==> src/rtl/lsu_defs.svh <==
`ifndef LSU_DEFS_SVH
`define LSU_DEFS_SVH

// data and address width
`define LSU_XLEN 32

// axi id width
`define LSU_ID_W 4

`define LSU_RD_W 5 // register tag

`endif

==> src/rtl/lsu_pkg.sv <==
package lsu_pkg;

    // funct3 codes of loads and stores
    typedef enum logic [2:0] {
        MEM_BYTE   = 3'd0,
        MEM_HALF   = 3'd1,
        MEM_WORD   = 3'd2,
        MEM_BYTE_U = 3'd4,
        MEM_HALF_U = 3'd5
    } mem_width_e;

    typedef enum logic [1:0] {
        AXI_OKAY   = 2'd0,
        AXI_EXOKAY = 2'd1,
        AXI_SLVERR = 2'd2,
        AXI_DECERR = 2'd3
    } axi_resp_e;

endpackage

==> src/rtl/lsu_access_if.sv <==
`include "lsu_defs.svh"

interface lsu_access_if
    import lsu_pkg::*;
();

    logic [`LSU_XLEN-1:0]   word_addr;  // low two bits zero
    logic [1:0]             byte_off;
    mem_width_e             width;
    logic                   is_store;
    logic                   misaligned;
    logic [`LSU_XLEN-1:0]   wdata;      // shifted into its lane
    logic [`LSU_XLEN/8-1:0] wstrb;
    logic [`LSU_RD_W-1:0]   rd;

    modport req (
        output word_addr, byte_off, width, is_store, misaligned, wdata, wstrb, rd
    );

    modport ctrl (input is_store, misaligned);

    modport load (input byte_off, width);

endinterface

==> src/rtl/lsu_req_stage.sv <==
`include "lsu_defs.svh"

module lsu_req_stage
    import lsu_pkg::*;
(
    input  logic                 clock,
    input  logic                 reset,
    input  logic                 capture_en,
    input  logic [`LSU_XLEN-1:0] addr,
    input  logic [`LSU_XLEN-1:0] store_data,
    input  mem_width_e           width,
    input  logic                 is_store,
    input  logic [`LSU_RD_W-1:0] rd,
    lsu_access_if.req            acc
);

    logic [`LSU_XLEN-1:0] addr_q;
    logic [`LSU_XLEN-1:0] data_q;
    mem_width_e           width_q;
    logic                 is_store_q;
    logic [`LSU_RD_W-1:0] rd_q;

    always_ff @(posedge clock) begin
        if (reset) begin
            width_q    <= MEM_WORD;
            is_store_q <= 1'b0;
        end else if (capture_en) begin
            width_q    <= width;
            is_store_q <= is_store;
        end
    end

    always_ff @(posedge clock) begin
        if (capture_en) begin
            addr_q <= addr;
            data_q <= store_data;
            rd_q   <= rd;
        end
    end

    assign acc.word_addr = {addr_q[`LSU_XLEN-1:2], 2'b00};
    assign acc.byte_off  = addr_q[1:0];
    assign acc.width     = width_q;
    assign acc.is_store  = is_store_q;
    assign acc.rd        = rd_q;
    assign acc.wdata     = data_q << {addr_q[1:0], 3'b000}; // byte lane = offset * 8

    always_comb begin
        case (width_q)
            MEM_BYTE, MEM_BYTE_U: acc.wstrb = 4'b0001 << addr_q[1:0];
            MEM_HALF, MEM_HALF_U: acc.wstrb = 4'b0011 << addr_q[1:0];
            default:              acc.wstrb = 4'b1111;
        endcase
    end

    always_comb begin
        case (width_q)
            MEM_HALF, MEM_HALF_U: acc.misaligned = addr_q[0];
            MEM_WORD:             acc.misaligned = |addr_q[1:0];
            default:              acc.misaligned = 1'b0; // bytes never misalign
        endcase
    end

endmodule

==> src/rtl/lsu_load_extract.sv <==
`include "lsu_defs.svh"

module lsu_load_extract
    import lsu_pkg::*;
(
    input  logic                 clock,
    input  logic                 reset,
    input  logic                 load_en,
    input  logic                 clear,
    input  logic [`LSU_XLEN-1:0] rdata,
    lsu_access_if.load           acc,
    output logic [`LSU_XLEN-1:0] result
);

    logic [`LSU_XLEN-1:0] lane;
    logic [`LSU_XLEN-1:0] ext;

    // addressed byte or half moved down to bit 0
    assign lane = rdata >> {acc.byte_off, 3'b000};

    always_comb begin
        case (acc.width)
            MEM_BYTE: begin
                ext = {{(`LSU_XLEN-8){lane[7]}}, lane[7:0]};
            end
            MEM_HALF: begin
                ext = {{(`LSU_XLEN-16){lane[15]}}, lane[15:0]};
            end
            MEM_BYTE_U: begin
                ext = {{(`LSU_XLEN-8){1'b0}}, lane[7:0]};
            end
            MEM_HALF_U: begin
                ext = {{(`LSU_XLEN-16){1'b0}}, lane[15:0]};
            end
            default: begin
                ext = rdata; // lw
            end
        endcase
    end

    always_ff @(posedge clock) begin
        if (reset || clear) begin
            result <= '0; // stores and errors return zero
        end else if (load_en) begin
            result <= ext;
        end
    end

endmodule

==> src/rtl/lsu_ctrl.sv <==
module lsu_ctrl
    import lsu_pkg::*;
(
    input  logic       clock,
    input  logic       reset,
    input  logic       in_valid,
    output logic       in_ready,
    output logic       capture_en,
    lsu_access_if.ctrl acc,
    output logic       awvalid,
    input  logic       awready,
    output logic       wvalid,
    input  logic       wready,
    input  logic       bvalid,
    output logic       bready,
    input  logic [1:0] bresp,
    output logic       arvalid,
    input  logic       arready,
    input  logic       rvalid,
    output logic       rready,
    input  logic [1:0] rresp,
    output logic       load_en,
    output logic       clear,
    output logic       out_valid,
    input  logic       out_ready,
    output logic       out_err
);

    typedef enum logic [1:0] {
        S_IDLE,
        S_DECODE,
        S_BUS,
        S_DONE
    } state_e;

    state_e state;
    logic   aw_hs, w_hs, b_hs, ar_hs, r_hs;
    logic   aw_done, w_done, b_done, r_done;
    logic   bus_done;
    logic   err_q;

    assign aw_hs = awvalid & awready;
    assign w_hs  = wvalid & wready;
    assign b_hs  = bvalid & bready;
    assign ar_hs = arvalid & arready;
    assign r_hs  = rvalid & rready;

    assign in_ready   = (state == S_IDLE);
    assign capture_en = in_valid & in_ready;
    assign out_valid  = (state == S_DONE);
    assign out_err    = err_q;
    assign load_en    = r_hs && (rresp == AXI_OKAY);
    assign clear      = ((state == S_DECODE) && (acc.is_store || acc.misaligned))
                      || (r_hs && (rresp != AXI_OKAY));
    // b cannot precede aw, so a store ends on the later of w and b
    assign bus_done   = acc.is_store ? (aw_done & w_done & b_done) : r_done;

    always_ff @(posedge clock) begin
        if (reset) begin
            state <= S_IDLE;
        end else begin
            case (state)
                S_IDLE:   if (capture_en) state <= S_DECODE;
                S_DECODE: state <= acc.misaligned ? S_DONE : S_BUS;
                S_BUS:    if (bus_done) state <= S_DONE;
                S_DONE:   if (out_ready) state <= S_IDLE;
                default:  state <= S_IDLE;
            endcase
        end
    end

    always_ff @(posedge clock) begin
        if (reset) begin
            awvalid <= 1'b0;
            wvalid  <= 1'b0;
            bready  <= 1'b0;
            arvalid <= 1'b0;
            rready  <= 1'b0;
        end else if ((state == S_DECODE) && !acc.misaligned) begin
            awvalid <= acc.is_store;
            wvalid  <= acc.is_store;
            bready  <= acc.is_store;
            arvalid <= !acc.is_store;
            rready  <= !acc.is_store;
        end else begin
            if (aw_hs) awvalid <= 1'b0;
            if (w_hs)  wvalid  <= 1'b0;
            if (b_hs)  bready  <= 1'b0;
            if (ar_hs) arvalid <= 1'b0;
            if (r_hs)  rready  <= 1'b0;
        end
    end

    // per-channel completion, any order
    always_ff @(posedge clock) begin
        if (reset || (state == S_DECODE)) begin
            aw_done <= 1'b0;
            w_done  <= 1'b0;
            b_done  <= 1'b0;
            r_done  <= 1'b0;
        end else begin
            if (aw_hs) aw_done <= 1'b1;
            if (w_hs)  w_done  <= 1'b1;
            if (b_hs)  b_done  <= 1'b1;
            if (r_hs)  r_done  <= 1'b1;
        end
    end

    always_ff @(posedge clock) begin
        if (reset || capture_en) begin
            err_q <= 1'b0;
        end else if ((state == S_DECODE) && acc.misaligned) begin
            err_q <= 1'b1;
        end else if ((b_hs && (bresp != AXI_OKAY)) || (r_hs && (rresp != AXI_OKAY))) begin
            err_q <= 1'b1; // slverr or decerr
        end
    end

endmodule

==> src/rtl/lsu_top.sv <==
`include "lsu_defs.svh"

module lsu_top
    import lsu_pkg::*;
(
    input  logic                   clock,
    input  logic                   reset,

    input  logic                   in_valid,
    output logic                   in_ready,
    input  logic [`LSU_XLEN-1:0]   in_addr,
    input  logic [`LSU_XLEN-1:0]   in_wdata,
    input  mem_width_e             in_width,
    input  logic                   in_is_store,
    input  logic [`LSU_RD_W-1:0]   in_rd,

    output logic                   out_valid,
    input  logic                   out_ready,
    output logic [`LSU_XLEN-1:0]   out_data,
    output logic [`LSU_RD_W-1:0]   out_rd,
    output logic                   out_err,

    output logic                   awvalid,
    input  logic                   awready,
    output logic [`LSU_XLEN-1:0]   awaddr,
    output logic [`LSU_ID_W-1:0]   awid,
    output logic [7:0]             awlen,
    output logic [2:0]             awsize,
    output logic [1:0]             awburst,

    output logic                   wvalid,
    input  logic                   wready,
    output logic [`LSU_XLEN-1:0]   wdata,
    output logic [`LSU_XLEN/8-1:0] wstrb,
    output logic                   wlast,

    input  logic                   bvalid,
    output logic                   bready,
    input  logic [1:0]             bresp,
    input  logic [`LSU_ID_W-1:0]   bid,

    output logic                   arvalid,
    input  logic                   arready,
    output logic [`LSU_XLEN-1:0]   araddr,
    output logic [`LSU_ID_W-1:0]   arid,
    output logic [7:0]             arlen,
    output logic [2:0]             arsize,
    output logic [1:0]             arburst,

    input  logic                   rvalid,
    output logic                   rready,
    input  logic [`LSU_XLEN-1:0]   rdata,
    input  logic [1:0]             rresp,
    input  logic                   rlast,
    input  logic [`LSU_ID_W-1:0]   rid
);

    logic capture_en;
    logic load_en;
    logic clear;

    lsu_access_if acc ();

    lsu_req_stage i_req_stage (
        .clock      (clock),
        .reset      (reset),
        .capture_en (capture_en),
        .addr       (in_addr),
        .store_data (in_wdata),
        .width      (in_width),
        .is_store   (in_is_store),
        .rd         (in_rd),
        .acc        (acc.req)
    );

    lsu_ctrl i_ctrl (
        .clock      (clock),
        .reset      (reset),
        .in_valid   (in_valid),
        .in_ready   (in_ready),
        .capture_en (capture_en),
        .acc        (acc.ctrl),
        .awvalid    (awvalid),
        .awready    (awready),
        .wvalid     (wvalid),
        .wready     (wready),
        .bvalid     (bvalid),
        .bready     (bready),
        .bresp      (bresp),
        .arvalid    (arvalid),
        .arready    (arready),
        .rvalid     (rvalid),
        .rready     (rready),
        .rresp      (rresp),
        .load_en    (load_en),
        .clear      (clear),
        .out_valid  (out_valid),
        .out_ready  (out_ready),
        .out_err    (out_err)
    );

    lsu_load_extract i_load_extract (
        .clock   (clock),
        .reset   (reset),
        .load_en (load_en),
        .clear   (clear),
        .rdata   (rdata),
        .acc     (acc.load),
        .result  (out_data)
    );

    assign out_rd  = acc.rd;

    assign awaddr  = acc.word_addr;
    assign awid    = `LSU_ID_W'(1);
    assign awlen   = 8'd0;          // single beat
    assign awsize  = 3'd2;          // always a full word
    assign awburst = 2'd0;

    assign wdata   = acc.wdata;
    assign wstrb   = acc.wstrb;
    assign wlast   = wvalid;

    assign araddr  = acc.word_addr;
    assign arid    = `LSU_ID_W'(0);
    assign arlen   = 8'd0;
    assign arsize  = 3'd2;
    assign arburst = 2'd0;

endmodule

==> config.mk <==
export PLATFORM = sky130hd
export DESIGN_NAME = lsu_top
export DESIGN_NICKNAME = d
export VERILOG_FILES = /design/src/rtl/lsu_pkg.sv /design/src/rtl/lsu_access_if.sv /design/src/rtl/lsu_req_stage.sv /design/src/rtl/lsu_load_extract.sv /design/src/rtl/lsu_ctrl.sv /design/src/rtl/lsu_top.sv
export VERILOG_INCLUDE_DIRS = /design/src /design/src/rtl
export SDC_FILE = /design/constraint.sdc
export NUM_CORES = 1
export LEC_CHECK = 0
export BUFFER_PORTS_ARGS = -buffer_cell sky130_fd_sc_hd__buf_4
export CAP_MARGIN = 20
export CORE_ASPECT_RATIO = 0.7
export CORE_MARGIN = 1
export CORE_UTILIZATION = 45
export DETAILED_ROUTE_END_ITERATION = 10
export PLACE_DENSITY = 0.81
export SLEW_MARGIN = 0
export SYNTH_ARGS = -nofsm -noshare
export SYNTH_HDL_FRONTEND = slang
export SYNTH_SLANG_ARGS = --single-unit
==> constraint.sdc <==
create_clock -name clock -period 3.4 [get_ports clock]
set_clock_uncertainty 0.15 [all_clocks]
set_input_delay 0 -clock clock [delete_from_list [all_inputs] [get_ports clock]]
set_output_delay 0 -clock clock [all_outputs]
set_load 0.02 [all_outputs]
## After elaboration in Yosys (flattened, before gate mapping)

Cells that the tools add are included.

- Bits in registers: 117
- Word-level logic and storage cells: 89
- Output and inout port bits: 180

- Reductions and logical operators: 29
- Bitwise operators: 8
- Equal/unequal tests: 10
- Shift-type cells: 4
- Muxes and demuxes: 21

Operators with widths:

| kind | count |
|---|---|
| one-hot mux 32 bit (4 select lines) | 1 |
| << shifter 32 x 5 -> 32 bit | 1 |
| >> shifter 32 x 5 -> 16 bit | 1 |
| nonzero test 2 bit | 8 |
| two-way mux 1 bit | 14 |
| AND 1 bit | 8 |
| one-hot mux 2 bit (4 select lines) | 1 |
| one-hot mux 4 bit (2 select lines) | 1 |
| equality test 3 bit (second input constant) | 2 |
| logical AND 1 bit | 6 |
| logical OR 1 bit | 6 |
| two-way mux 2 bit | 3 |
| OR reduction 2 bit | 3 |
| equality test 2 bit (second input constant) | 2 |
| zero test 2 bit | 2 |
| inequality test 2 x 1 -> 1 bit (second input constant) | 2 |
| << shifter 1 x 2 -> 4 bit (first input constant) | 1 |
| << shifter 2 x 2 -> 4 bit (first input constant) | 1 |
| equality test 3 x 1 -> 1 bit (second input constant) | 1 |
| equality test 3 x 2 -> 1 bit (second input constant) | 1 |
| zero test 3 bit | 1 |
| AND reduction 3 bit | 1 |
| equality test 2 x 1 -> 1 bit (second input constant) | 1 |
| zero test 1 bit | 2 |
| other kinds (2) | 2 |

## Logic depth before layout (Yosys ltp)

- Word-level depth: 7
- Depth in mapped cells: 6
- Depth with buffers taken out: 6

## Hierarchy

A second synthesis with hierarchy kept.

- Cells, all modules: 512
- Area total of the unflattened synthesis: 5,831.8 µm²

By module, submodules not included:

| module | instances | cells each | area each (µm²) | seq. area each (µm²) |
|---|---|---|---|---|
| lsu_req_stage | 1 | 162 | 2,820.2 | 2,152.1 |
| lsu_load_extract | 1 | 216 | 1,921.8 | 640.6 |
| lsu_ctrl | 1 | 65 | 579.3 | 240.2 |
| lsu_top | 1 | 69 | 510.5 | 0.0 |

## Worst setup path before layout

OpenSTA, ideal clock, no wires.

- Kind: flip-flop to flip-flop
- Start: register i_ctrl.state[0]
- End: register i_req_stage.rd_q[0], in the netlist i_req_stage.acc.rd[0] (enable)
- Setup slack: 493 ps
- Path buffers: 0
- Cell stages (with the launch flop): 5
- Data arrival time: 2,331 ps
- Path through: dfxtp_1 -> inv_1 -> ha_1 -> nand2_1 -> inv_1

- Cells in the longest elaborated chain, start to end: 2

Ends and longest elaborated chain:

| what | RTL line | RTL |
|---|---|---|
| from (decl) | lsu_ctrl.sv:36 | `state_e state;` |
| from (signal assigned) | lsu_ctrl.sv:64 | `S_DECODE: state <= acc.misaligned ? S_DONE : S_BUS;` |
| zero test 2 bit | lsu_ctrl.sv:48 | `assign in_ready = (state == S_IDLE);` |
| named net in_ready | lsu_top.sv:10 | `output logic in_ready,` |
| AND 1 bit | lsu_ctrl.sv:49 | `assign capture_en = in_valid & in_ready;` |
| named net capture_en | lsu_top.sv:58 | `logic capture_en;` |
| to (signal assigned) | lsu_req_stage.sv:37 | `rd_q <= rd;` |
| to (decl) | lsu_req_stage.sv:21 | `` logic [`LSU_RD_W-1:0] rd_q; `` |

The timed path passes the listed nets, and every way through them passes these cells.
A chain may end at the register's enable or synchronous reset.

## Worst setup path in the final report

- Start: register i_req_stage.addr_q[0]
- End: output port wdata[17]

- Cells in the longest elaborated chain, start to end: 1

Ends and longest elaborated chain:

| what | RTL line | RTL |
|---|---|---|
| from (decl) | lsu_req_stage.sv:17 | `` logic [`LSU_XLEN-1:0] addr_q; `` |
| from (signal assigned) | lsu_req_stage.sv:35 | `addr_q <= addr;` |
| << shifter 32 x 5 -> 32 bit | lsu_req_stage.sv:46 | `assign acc.wdata = data_q << {addr_q[1:0], 3'b000};` |
| to (decl) | lsu_top.sv:33 | `` output logic [`LSU_XLEN-1:0] wdata, `` |

Every way passes these cells.

==> flow_metrics.env <==
export IMPL_outcome="completed"
export IMPL_antenna_found_initial=0
export IMPL_cp_end_kind="primary output"
export IMPL_finalCritPeriodShare_pct=80.9
export IMPL_busiest_layer="met2"
export IMPL_synth_top_area_share_pct=36.7
export IMPL_synthTopCellsByArea="edfxtp_1 (37%), dfxtp_1 (17%), buf_4 (9.4%)"
export IMPL_grt_pass1_wl_um=28600
export IMPL_met3_usage_pct=8.37
export IMPL_crit_path_end="wdata[17]"
export IMPL_vias_per_cell=5.22
export IMPL_crit_type="reg -> out"
export IMPL_cts_tree="yes"
export IMPL_fp_row_count=33
export IMPL_antenna_cells=0
export IMPL_first_iter_violations=293
export IMPL_grt_util_all_layers_pct=29.7
export IMPL_rr_startpoint="i_ctrl.state[0]$_SDFFE_PP0P_"
export IMPL_avgSynthCellArea_sq_um=10.9
export IMPL_hold_viol_final=0
export IMPL_routed_wl_um=19300
export IMPL_crit_arrival_ns=2.60
export IMPL_pre_cts_ws_ns=0.889
export IMPL_cts_htree_levels=4
export IMPL_gr_total_overflow=0
export IMPL_synth_edf_count=69
export IMPL_dieWidth_um=136
export IMPL_ys_ff_latch=117
export IMPL_cp_max_fo=35
export IMPL_cap_violations=0
export IMPL_antenna_left=0
export IMPL_dr_pass1_iters=4
export IMPL_drive_gt1_share_pct=35.2
export IMPL_postCtsSetupBuffers=0
export IMPL_timing_fmax_ghz=0.363
export IMPL_hpwl_um=12300
export IMPL_clock_path_buffers=2
export IMPL_synth_cell_types=44
export IMPL_grtUsageMet1_pct=33.3
export IMPL_cts_made_buffers=17
export IMPL_design_core_area_sq_um=12000
export IMPL_vdd_drop_max_v=0.000478
export IMPL_startpoint="i_req_stage.addr_q[0]$_DFFE_PP_"
export IMPL_layout_common_cells="buf_4 (266), dlygate4sd3_1 (121), edfxtp_1 (69)"
export IMPL_routabilityCongestion=0.839
export IMPL_slew_headroom_pct=31.0
export IMPL_total_leakage_power_nw=4.05
export IMPL_wl_per_cell_um=18.7
export IMPL_start_util_pct=47.2
export IMPL_synthCells=521
export IMPL_setup_viol=0
export IMPL_io_pin_count=307
export IMPL_total_power_w=0.00614
export IMPL_p_per_area_nw_per_um2=669
export IMPL_fin_nets=995
export IMPL_setup_tns_ns=0
export IMPL_drc=0
export IMPL_worst_endpoint_required_ns=3.25
export IMPL_final_common_cell="buf_4"
export IMPL_regToRegEndpoint="i_req_stage.acc.width[0]$_SDFFE_PP0P_"
export IMPL_yosys_area_top_type="edfxtp_1"
export IMPL_hp_class="in -> reg"
export IMPL_vias=5396
export IMPL_min_period_ns=2.75
export IMPL_synth_warnings=0
export IMPL_r2r_cells=8
export IMPL_start_kind="flop"
export IMPL_rsz0062_at_grt="no"
export IMPL_syn_area_sq_um=5650
export IMPL_gr_usage_met2_pct=53.0
export IMPL_ys_async_sr_fraction_pct=0
export IMPL_clk_latency_ns=0.41
export IMPL_cts_root_buf="clkbuf_16"
export IMPL_port_buffers=259
export IMPL_slew_viol_final=0
export IMPL_area_growth_pct=62.4
export IMPL_numClockSinks=117
export IMPL_layout_setup_ws_ns=0.649
export IMPL_grt_pass1_vias=5405
export IMPL_reg2reg_slack_ns=0.77
export IMPL_grt_max_degree=57
export IMPL_die_area_sq_um=13000
export IMPL_tightest_slew_ns=1.03
export IMPL_yosysSeqAreaShare_pct=53.7
export IMPL_die_y_um=95.8
export IMPL_synth_main_ff_cell="edfxtp_1"
export IMPL_path_clk_slew_ns=0.06
## Yosys cell counts (all sizes together), types with 2 or more instances
| library cell | count |
|---|---|
| conb | 2 |
| ha | 4 |
| a21oi | 24 |
| a211o | 2 |
| dfxtp | 48 |
| and2 | 8 |
| inv | 15 |
| o221ai | 16 |
| a211oi | 27 |
| a2bb2oi | 6 |
| nand2b | 4 |
| clkbuf | 16 |
| a221oi | 8 |
| nand2 | 42 |
| nor2 | 45 |
| a221o | 2 |
| nand3 | 3 |
| a22oi | 2 |
| mux2 | 3 |
| nor3 | 14 |
| buf | 84 |
| mux2i | 37 |
| edfxtp | 69 |
| mux4 | 2 |
| nor2b | 16 |
| o21ai | 10 |
## final cells by class
| type | count | area [sq um] |
|---|---|---|
| clock inverters | 14 | 199 |
| flip-flops and latches | 117 | 3030 |
| well taps | 157 | 196 |
| fillers | 723 | 2790 |
| repair buffers | 388 | 3230 |
| inverters | 15 | 56.3 |
| clock buffers | 18 | 429 |
| multi-input cells | 325 | 2040 |
## stage by stage
| step | util [%] | instance area, sq um | hold slack (ns) | std cells |
|---|---|---|---|---|
| 2_1_floorplan | - | 5790 | -0.0511 | 557 |
| 3_3_place_gp | 61.3 | 7340 | 0.0283 | 881 |
| 4_1_cts | 76.7 | 9180 | 0.00270 | 1034 |
| 5_1_grt | 76.7 | 9180 | 0.0397 | 1034 |
| 6_report | 76.7 | 9180 | 0.00920 | 1034 |
| 3_5_place_dp | 61.3 | 7340 | 0.0293 | 881 |
## worst max-delay path: stages (launching register included)
cell and delay [ns]:
edfxtp_1 0.54, buf_4 0.35, nor2b_1 0.76, nand2_1 0.16, o21ai_0 0.17, buf_4 0.20
## worst min-delay path by stage
stage                      from                                     end  slack (ns)  cells after the start
finish                 rresp[1]  i_load_extract.result[10]$_SDFFE_PP0P_       0.009                      5
global route           rresp[0]  i_load_extract.result[10]$_SDFFE_PP0P_        0.04                      5
CTS                    rresp[1]  i_load_extract.result[11]$_SDFFE_PP0P_       0.003                      5
detailed placement  in_addr[31]        i_req_stage.addr_q[31]$_DFFE_PP_        0.03                      1
global placement    in_addr[30]        i_req_stage.addr_q[30]$_DFFE_PP_        0.03                      1
floorplan              in_rd[0]         i_req_stage.acc.rd[0]$_DFFE_PP_       -0.05                      0
## cell families (layout without fill, tap and decap cells)
logic type               count (synthesis)  count (layout)  share of synthesized area, %
AO/OA/AOI/OAI                          103             103                          13.3
AND/OR/NAND/NOR                        138             138                          11.3
adder cells (fa/ha/maj)                  4               4                         0.885
buffers and inverters                  115             435                          12.8
multiplexers                            42              42                          7.95
other                                    2              38                         0.133
flip-flops                             117             117                          53.7
## registers in the layout (all words and copies together), names as in the netlist
signal                    cells
i_ctrl.r_done                 1
i_ctrl.bready                 1
i_req_stage.acc.is_store      1
i_ctrl.state                  2
i_ctrl.rready                 1
i_ctrl.b_done                 1
i_ctrl.out_err                1
i_ctrl.wvalid                 1
i_ctrl.w_done                 1
i_ctrl.arvalid                1
i_req_stage.addr_q           32
i_ctrl.awvalid                1
i_req_stage.acc.width         3
i_load_extract.result        32
i_ctrl.aw_done                1
i_req_stage.data_q           32
i_req_stage.acc.rd            5
## what timing repair did
action                                 in CTS  in global routing
hold buffers                              121                  0
gates resized for setup                     0                  0
endpoints found under the hold margin     117                  0
## layer usage
layer	vias to the layer above	wire, um
met5	-	0
met4	0	524
met3	47	1450
met2	293	9890
met1	2591	7440
li1	2465	-
## where the power goes
part / switching [W] / internal, W
Combinational: 0.00133 / 0.000906
Clock: 0.000689 / 0.00124
Sequential: 0.000169 / 0.00181
(Power assumes the default switching activity.)
